## src/crypto_pkg.sv

```systemverilog
`default_nettype none

package crypto_pkg;

    // memory word, also the duplex rate
    typedef logic [15:0] word_t;
    typedef logic [15:0] addr_t;
    // rate in the upper half, capacity in the lower half
    typedef logic [31:0] dstate_t;
    typedef logic [31:0] key_t;

    typedef enum logic [1:0] {
        OP_INIT,
        OP_ABSORB,
        OP_PAD,
        OP_SQUEEZE
    } duplex_op_t;

    typedef enum logic [3:0] {
        IDLE,
        INIT_ENGINE,
        READ_TEXT,
        ABSORB_TEXT,
        WAIT_TEXT,
        PAD,
        SQUEEZE_TAG,
        WAIT_TAG,
        CHECK_TAG,
        SUCCESS,
        FAIL
    } ctrl_state_t;

    localparam int NUM_ROUNDS = 4;
    localparam dstate_t ROUND_CONST [NUM_ROUNDS] = '{
        32'h9e3779b9, 32'h7f4a7c15, 32'hf39cc060, 32'h5ced1f6b
    };

    localparam int WORD_BYTES = 2;
    localparam int TAG_WORDS  = 2;
    localparam int ROT_MIX    = 9;
    localparam int ROT_OUT    = 3;

endpackage

`default_nettype wire

```

## src/duplex_if.sv

```systemverilog
`timescale 1ns/10ps
`default_nettype none

interface duplex_if import crypto_pkg::*; ();

    // request side
    logic       op_valid;
    duplex_op_t op;
    word_t      word;

    // result side, done pulses once per op
    logic       done;
    word_t      out_word;

    modport ctrl  (output op_valid, output op, output word, input done, input out_word);
    modport feed  (input op_valid, input op, input word);
    modport drain (output done, output out_word);

endinterface

`default_nettype wire

```

## src/crypto_control.sv

```systemverilog
`timescale 1ns/10ps
`default_nettype none

module crypto_control import crypto_pkg::*; (
    input  logic   clk,
    input  logic   reset,
    input  logic   start,
    input  logic   cmd_wrap,
    input  logic   cmd_verify,
    input  word_t  mem_in,
    input  logic   mem_done,
    duplex_if.ctrl eng,
    output logic   busy,
    output logic   reg_write,
    output logic   mb_en,
    output logic   mb_wr,
    output word_t  data_out,
    output logic   text_init,
    output logic   tag_init,
    output logic   ctr_inc,
    output logic   cipher_inc,
    output logic   select_cipher
);

    ctrl_state_t state;
    ctrl_state_t next_state;
    logic        is_wrap;
    logic        issue;
    duplex_op_t  issue_op;

    always_comb
    begin
        next_state    = state;
        busy          = 1'b1;
        reg_write     = 1'b0;
        mb_en         = 1'b0;
        mb_wr         = 1'b0;
        data_out      = '0;
        text_init     = 1'b0;
        tag_init      = 1'b0;
        ctr_inc       = 1'b0;
        cipher_inc    = 1'b0;
        select_cipher = 1'b0;
        case (state)
            IDLE:
            begin
                busy      = 1'b0;
                text_init = start;
                if (start)
                    next_state = (cmd_wrap || cmd_verify) ? INIT_ENGINE : FAIL;
            end
            // empty region skips straight to padding
            INIT_ENGINE:
                if (eng.done)
                    next_state = mem_done ? PAD : READ_TEXT;
            READ_TEXT:
            begin
                mb_en      = 1'b1;
                ctr_inc    = 1'b1;
                next_state = ABSORB_TEXT;
            end
            ABSORB_TEXT:
                next_state = WAIT_TEXT;
            WAIT_TEXT:
                if (eng.done)
                begin
                    mb_en         = is_wrap;
                    mb_wr         = is_wrap;
                    select_cipher = is_wrap;
                    cipher_inc    = is_wrap;
                    data_out      = eng.out_word;
                    next_state    = mem_done ? PAD : READ_TEXT;
                end
            PAD:
                if (eng.done)
                begin
                    tag_init   = 1'b1;
                    next_state = SQUEEZE_TAG;
                end
            SQUEEZE_TAG:
                next_state = mem_done ? SUCCESS : WAIT_TAG;
            // wrap writes the tag word, verify reads the stored one
            WAIT_TAG:
                if (eng.done)
                begin
                    mb_en      = 1'b1;
                    mb_wr      = is_wrap;
                    ctr_inc    = is_wrap;
                    data_out   = eng.out_word;
                    next_state = is_wrap ? SQUEEZE_TAG : CHECK_TAG;
                end
            CHECK_TAG:
            begin
                ctr_inc    = 1'b1;
                next_state = (mem_in == eng.out_word) ? SQUEEZE_TAG : FAIL;
            end
            SUCCESS:
            begin
                reg_write  = 1'b1;
                data_out   = word_t'(1);
                next_state = IDLE;
            end
            FAIL:
            begin
                reg_write  = 1'b1;
                next_state = IDLE;
            end
            default:
                next_state = IDLE;
        endcase
    end

    // engine op goes out on entry to the state that waits for it
    assign issue = (next_state != state) &&
                   (next_state inside {INIT_ENGINE, WAIT_TEXT, PAD, WAIT_TAG});

    always_comb
        case (next_state)
            INIT_ENGINE: issue_op = OP_INIT;
            WAIT_TEXT:   issue_op = OP_ABSORB;
            PAD:         issue_op = OP_PAD;
            default:     issue_op = OP_SQUEEZE;
        endcase

    always_ff @(posedge clk)
        if (reset)
        begin
            state        <= IDLE;
            is_wrap      <= 1'b0;
            eng.op_valid <= 1'b0;
        end
        else
        begin
            state        <= next_state;
            eng.op_valid <= issue;
            if (state == IDLE && start)
                is_wrap <= cmd_wrap;
        end

    always_ff @(posedge clk)
        if (issue)
        begin
            eng.op   <= issue_op;
            eng.word <= mem_in;
        end

endmodule

`default_nettype wire

```

## src/crypto_top.sv

```systemverilog
`timescale 1ns/10ps
`default_nettype none

module crypto_top import crypto_pkg::*; (
    input  logic  clk,
    input  logic  reset,
    input  logic  start,
    input  logic  cmd_wrap,
    input  logic  cmd_verify,
    input  key_t  key,
    input  addr_t region_start,
    input  addr_t region_end,
    input  addr_t cipher_start,
    input  addr_t tag_addr,
    input  word_t mem_in,
    output logic  busy,
    output logic  reg_write,
    output logic  mb_en,
    output logic  mb_wr,
    output addr_t mab,
    output word_t data_out
);

    logic text_init;
    logic tag_init;
    logic ctr_inc;
    logic cipher_inc;
    logic select_cipher;
    logic mem_done;

    // stage 0 is the absorb output, stage NUM_ROUNDS feeds the squeeze
    logic [NUM_ROUNDS:0] stage_valid;
    dstate_t             stage_state [NUM_ROUNDS+1];
    word_t               stage_word  [NUM_ROUNDS+1];
    dstate_t             held_state;

    duplex_if eng ();

    crypto_control control_i (.*);

    mem_walker walker_i (.*);

    duplex_absorb absorb_i (
        .clk, .reset, .eng, .key, .held_state,
        .out_valid (stage_valid[0]),
        .out_state (stage_state[0]),
        .out_word  (stage_word[0])
    );

    for (genvar i = 0; i < NUM_ROUNDS; i++)
    begin : g_round
        duplex_round round_i (
            .clk, .reset,
            .round_const (ROUND_CONST[i]),
            .in_valid    (stage_valid[i]),
            .in_state    (stage_state[i]),
            .in_word     (stage_word[i]),
            .out_valid   (stage_valid[i+1]),
            .out_state   (stage_state[i+1]),
            .out_word    (stage_word[i+1])
        );
    end

    duplex_squeeze squeeze_i (
        .clk, .reset, .eng, .held_state,
        .in_valid (stage_valid[NUM_ROUNDS]),
        .in_state (stage_state[NUM_ROUNDS]),
        .in_word  (stage_word[NUM_ROUNDS])
    );

endmodule

`default_nettype wire

```

## src/duplex_absorb.sv

```systemverilog
`timescale 1ns/10ps
`default_nettype none

module duplex_absorb import crypto_pkg::*; (
    input  logic    clk,
    input  logic    reset,
    duplex_if.feed  eng,
    input  key_t    key,
    input  dstate_t held_state,
    output logic    out_valid,
    output dstate_t out_state,
    output word_t   out_word
);

    word_t   rate;
    word_t   feed_word;
    dstate_t feed_state;

    assign rate = held_state[31:16];

    always_comb
    begin
        feed_word  = rate;
        feed_state = held_state;
        case (eng.op)
            OP_INIT:
            begin
                feed_word  = '0;
                feed_state = key;
            end
            OP_ABSORB:
            begin
                // ciphertext word doubles as the new rate
                feed_word  = eng.word ^ rate;
                feed_state = {feed_word, held_state[15:0]};
            end
            OP_PAD:
                feed_state = held_state ^ dstate_t'(1);
            OP_SQUEEZE:
                feed_state = held_state;
        endcase
    end

    always_ff @(posedge clk)
        if (reset)
            out_valid <= 1'b0;
        else
            out_valid <= eng.op_valid;

    always_ff @(posedge clk)
        if (eng.op_valid)
        begin
            out_state <= feed_state;
            out_word  <= feed_word;
        end

endmodule

`default_nettype wire

```

## src/duplex_round.sv

```systemverilog
`timescale 1ns/10ps
`default_nettype none

module duplex_round import crypto_pkg::*; (
    input  logic    clk,
    input  logic    reset,
    input  dstate_t round_const,
    input  logic    in_valid,
    input  dstate_t in_state,
    input  word_t   in_word,
    output logic    out_valid,
    output dstate_t out_state,
    output word_t   out_word
);

    dstate_t sum;
    dstate_t mixed;

    function automatic dstate_t rotl(input dstate_t x, input int n);
        return (x << n) | (x >> ($bits(dstate_t) - n));
    endfunction

    assign sum   = in_state + round_const;
    assign mixed = sum ^ rotl(sum, ROT_MIX);

    always_ff @(posedge clk)
        if (reset)
            out_valid <= 1'b0;
        else
            out_valid <= in_valid;

    // word rides along untouched
    always_ff @(posedge clk)
        if (in_valid)
        begin
            out_state <= rotl(mixed, ROT_OUT);
            out_word  <= in_word;
        end

endmodule

`default_nettype wire

```

## src/duplex_squeeze.sv

```systemverilog
`timescale 1ns/10ps
`default_nettype none

module duplex_squeeze import crypto_pkg::*; (
    input  logic     clk,
    input  logic     reset,
    input  logic     in_valid,
    input  dstate_t  in_state,
    input  word_t    in_word,
    duplex_if.drain  eng,
    output dstate_t  held_state
);

    always_ff @(posedge clk)
        if (reset)
            eng.done <= 1'b0;
        else
            eng.done <= in_valid;

    // state and result stay put until the next op arrives
    always_ff @(posedge clk)
        if (in_valid)
        begin
            held_state   <= in_state;
            eng.out_word <= in_word;
        end

endmodule

`default_nettype wire

```

## src/mem_walker.sv

```systemverilog
`timescale 1ns/10ps
`default_nettype none

module mem_walker import crypto_pkg::*; (
    input  logic  clk,
    input  addr_t region_start,
    input  addr_t region_end,
    input  addr_t cipher_start,
    input  addr_t tag_addr,
    input  logic  text_init,
    input  logic  tag_init,
    input  logic  ctr_inc,
    input  logic  cipher_inc,
    input  logic  select_cipher,
    output addr_t mab,
    output logic  mem_done
);

    addr_t read_ctr;
    addr_t read_limit;
    addr_t cipher_ctr;

    always_ff @(posedge clk)
        if (text_init)
            read_ctr <= region_start;
        else if (tag_init)
            read_ctr <= tag_addr;
        else if (ctr_inc)
            read_ctr <= read_ctr + addr_t'(WORD_BYTES);

    always_ff @(posedge clk)
        if (text_init)
            read_limit <= region_end;
        else if (tag_init)
            read_limit <= tag_addr + addr_t'(TAG_WORDS * WORD_BYTES);

    always_ff @(posedge clk)
        if (text_init)
            cipher_ctr <= cipher_start;
        else if (cipher_inc)
            cipher_ctr <= cipher_ctr + addr_t'(WORD_BYTES);

    assign mem_done = read_ctr >= read_limit;
    assign mab      = select_cipher ? cipher_ctr : read_ctr;

endmodule

`default_nettype wire

```

## config.mk

```make
export PLATFORM = sky130hd
export DESIGN_NAME = crypto_top
export DESIGN_NICKNAME = d
export VERILOG_FILES = /design/src/crypto_pkg.sv /design/src/duplex_if.sv /design/src/crypto_control.sv /design/src/crypto_top.sv /design/src/duplex_absorb.sv /design/src/duplex_round.sv /design/src/duplex_squeeze.sv /design/src/mem_walker.sv
export SDC_FILE = /design/constraint.sdc
export NUM_CORES = 1
export LEC_CHECK = 0
export ABC_AREA = 1
export BUFFER_PORTS_ARGS = -buffer_cell sky130_fd_sc_hd__buf_2
export CORE_MARGIN = 2
export CORE_UTILIZATION = 60
export DETAILED_ROUTE_END_ITERATION = 10
export PLACE_DENSITY_LB_ADDON = 0.15
export REMOVE_ABC_BUFFERS = 1
export SYNTH_ARGS = -nofsm -noshare
export SYNTH_HDL_FRONTEND = slang
export SYNTH_SLANG_ARGS = --single-unit
```

## constraint.sdc

```tcl
create_clock -name clk -period 4.2 [get_ports clk]
set_input_delay 0.21 -clock clk [delete_from_list [all_inputs] [get_ports clk]]
set_output_delay 0.21 -clock clk [all_outputs]
set_load 0.02 [all_outputs]
```

==> qor.txt <==
Outcome - finished, violations left
Violated checks - negative hold slack
Setup TNS Final - 0 ns
Fillers - 2,323
PnR worst setup slack - 1.13 ns
Root Driver - clkbuf_16
Core Util, Final - 71.5%
Post-Syn Instances - 1,975
Antenna-violating nets left - 0
Multi-input gate area - 7440 um^2
HPWL Detailed - 37,100 um
Post_cts resized - 0
Post-Synth Adder-Cell Area - 1.49%
Top cell type's share of synthesized area - 54.9%
Vias per std cell - 5.53
Post-synthesis mux area share - 0%
DP Area - 20,600 um^2
Initial Utilization - 61.2%
Clock-pin transition on the worst setup and hold timing paths - 0.07 ns
Final hold vios - 1
Core Footprint - 31,600 um^2
CP Max Fanout - 18
Iter 0 DRT Violations - 1,491
Post-Layout Inst Area - 22,600 um^2
Initial antenna violation count - 1
Gpl congestion - 0.953
Total track usage - 30.1%
Leakage - 9.40 nW
Worst R2R Setup Slack - 1.13 ns
Largest net degree at the start of global routing - 76
Post-synthesis compound-gate area fraction - 6.36%
Routed length per instance - 19.0 um
Critical path arrival - 3.24 ns
CP peak stage delay - 0.53 ns
Final nets - 2,362
GRT overflow - 0
Via count - 14.7k
Worst slew margin - 16.9%
Detailed Routing Iterations Pass 1 - 6
CP Class - reg2reg
Largest family of logic cells by synthesized area - simple AND/OR/NAND/NOR gates
Syn_area_per_cell - 9.80 um^2
Post-synth cell types - 56
Total CTS buffers - 39
Worst-Skew Late Latency - 0.54 ns
# clock sinks - 366
Cells along the critical path - ha_1, a21oi_1, nand2_1, nand2_1, nand2_1, nand2_1, nand2_1, nand2_1, nand2_1, a21boi_0, nand3_1, nand3_1, nand2_1, inv_1
Hold Crit Depth - 3
Required @ worst endpoint - 4.37 ns
Share of cells above drive strength 1 - 14.6%
Period minus WS final - 3.07 ns
Synth Area in Simple Gates - 19.2%
Most frequent CP cell - nand2_1
Ports - 153
FMAX - 325 MHz
H-tree depth - 2
Worst Tran Pin Value - 1.25 ns
Number of flops mapped to enable cells by yosys - 354
Die width - 184 um
Synth Warn # - 0
RR Endpoint - control_i.eng.word[14]$_DFFE_PP_
Async set or reset register ratio after synthesis - 0%
Worst ir drop on vdd - 0.327 mV
Min-Delay Startpoint - region_end[9]
Worst clock skew - 0.0217 ns
Xor/xnor share of the synthesized area - 11.3%
CP endpoint kind - flip-flop
Hold_buf cts - 73
Hold Crit Endpoint - walker_i.read_limit[9]$_DFFE_PP_
CTS tree - yes
Top cells by area, synth - edfxtp_1 (55%), nand2_1 (8.7%), xor2_1 (7.3%), inv_1 (4.6%), nor2_1 (3.6%)
Synth area leader - edfxtp_1
First-pass GRT wire length - 77,400 um
Power Density - 505 nW/um^2
Seq/Total Area, Yosys - 56.2%
Die Ht - 184 um
DRC viols - 0
Routed WL - 50,600 um
Die ar. - 33,700 um^2
Crit-path slowest cell - inv_1
Fin crit share - 73.2%
# rows - 65
Number of global-route vias before repair - 14.5k
Slew Limit Fails - 0
Clk buf depth - 3
Setup WS pre-CTS - 1.14 ns
FF-to-FF Start - walker_i.read_ctr[3]$_DFFE_PP_
Worst r2r path cells - 14
Worst hold path class - in2reg
Ys flop type - edfxtp_1
Critical Path Start Type - flip-flop
Worst path bufs/invs - 1
Area grow syn2layout - 16.9%
Final hold slack - -0.00224 ns
Max-Cap Viols - 0
Worst path top cell family by delay - simple AND/OR/NAND/NOR gates
Final setup violation count - 0
PortBufs - 152
Area of the mapped netlist - 19,300 um^2
FF/Latch Area - 10,900 um^2
#FFs+latches synth - 366
RSZ-0062 raised after global routing - false
Total setup buffers inserted after CTS - 0
==> cell families (layout without fill, tap and decap cells) <==
group | Yosys count | after routing
fa+ha+maj | 23 | 23
buf+inv | 278 | 556
xor+xnor | 236 | 236
flops | 366 | 366
compound gates | 216 | 216
simple gates | 856 | 856
other cells | 0 | 1
==> per-layer routing <==
metal	up-vias	share of wire, %	wire length, um	global-route usage (%)
li1	7059	-	-	-
met1	6841	41	20600	38.5
met2	663	48	24400	52.0
met3	132	6.7	3410	3.86
met4	0	4.2	2140	12.6
met5	-	0	0	0
==> worst max path at each step <==
stage                                         startpoint                          endpoint  cells past startpoint
after floorplan            control_i.state[3]$_SDFF_PP0_   walker_i.read_ctr[10]$_DFFE_PP_                      7
after detailed placement  walker_i.read_ctr[3]$_DFFE_PP_  control_i.eng.word[10]$_DFFE_PP_                     14
after global placement    walker_i.read_ctr[5]$_DFFE_PP_  control_i.eng.word[11]$_DFFE_PP_                     16
after global routing      walker_i.read_ctr[3]$_DFFE_PP_   control_i.eng.word[9]$_DFFE_PP_                     14
after CTS                 walker_i.read_ctr[3]$_DFFE_PP_   control_i.eng.word[9]$_DFFE_PP_                     14
final                     walker_i.read_ctr[3]$_DFFE_PP_  control_i.eng.word[14]$_DFFE_PP_                     14
==> placed cells by master, fill, tap and decap left out, types with 55 or more instances in the layout <==
cell type,count
xnor2_1,59
nand2_1,447
buf_2,152
a21oi_1,55
edfxtp_1,354
dlygate4sd3_1,73
xor2_1,161
inv_1,237
o21ai_0,100
nor2_1,182
nand3_1,109
==> cell usage after synthesis (20+ instances only) <==
cell type and count:
nand2_1 447, edfxtp_1 354, inv_1 237, nor2_1 184, xor2_1 161, nand3_1 109
o21ai_0 100, xnor2_1 59, a21oi_1 55, ha_1 23, nand2_2 23, nand4_1 20
==> power breakdown <==
group	internal, mW	leakage [nW]	switching (mW)	total, mW
sequential	4.76	3.34	0.418	5.17
clock	2.00	0.638	1.46	3.46
combinational	0.926	5.42	1.86	2.79
total	7.68	9.40	3.74	11.4
==> state kept, by name, summed over array words and instances (netlist names), 2 cells and up <==
| name | count |
|---|---|
| g_round.round_i.out_state | 128 |
| g_round.round_i.out_word | 64 |
| absorb_i.out_state | 32 |
| squeeze_i.held_state | 32 |
| absorb_i.out_word | 16 |
| control_i.eng.word | 16 |
| squeeze_i.eng.out_word | 16 |
| walker_i.cipher_ctr | 16 |
| walker_i.read_ctr | 16 |
| walker_i.read_limit | 16 |
| control_i.state | 4 |
| g_round.round_i.out_valid | 4 |
| control_i.eng.op | 2 |
==> final cells by class <==
cell class              instances  area share, %
flip-flops and latches        366           48.1
multi-input cells            1331           32.9
repair buffers                234           6.90
clock buffers                  43           4.43
inverters                     250           4.15
well taps                     402           2.22
clock inverters                29           1.29
diodes                          1         0.0111
==> metrics by stage <==
stage                     power [mW]  instances
final                           11.4       2656
after global routing            11.9       2656
after global placement          7.82       2510
after detailed placement        7.89       2510
after CTS                       11.4       2655
after floorplan                 6.94       1947
==> worst min-delay path, cell delays in order <==
cell     delay (ns)
buf_2          0.08
nand2_1        0.04
o21ai_0        0.08
(Power assumes the default switching activity.)
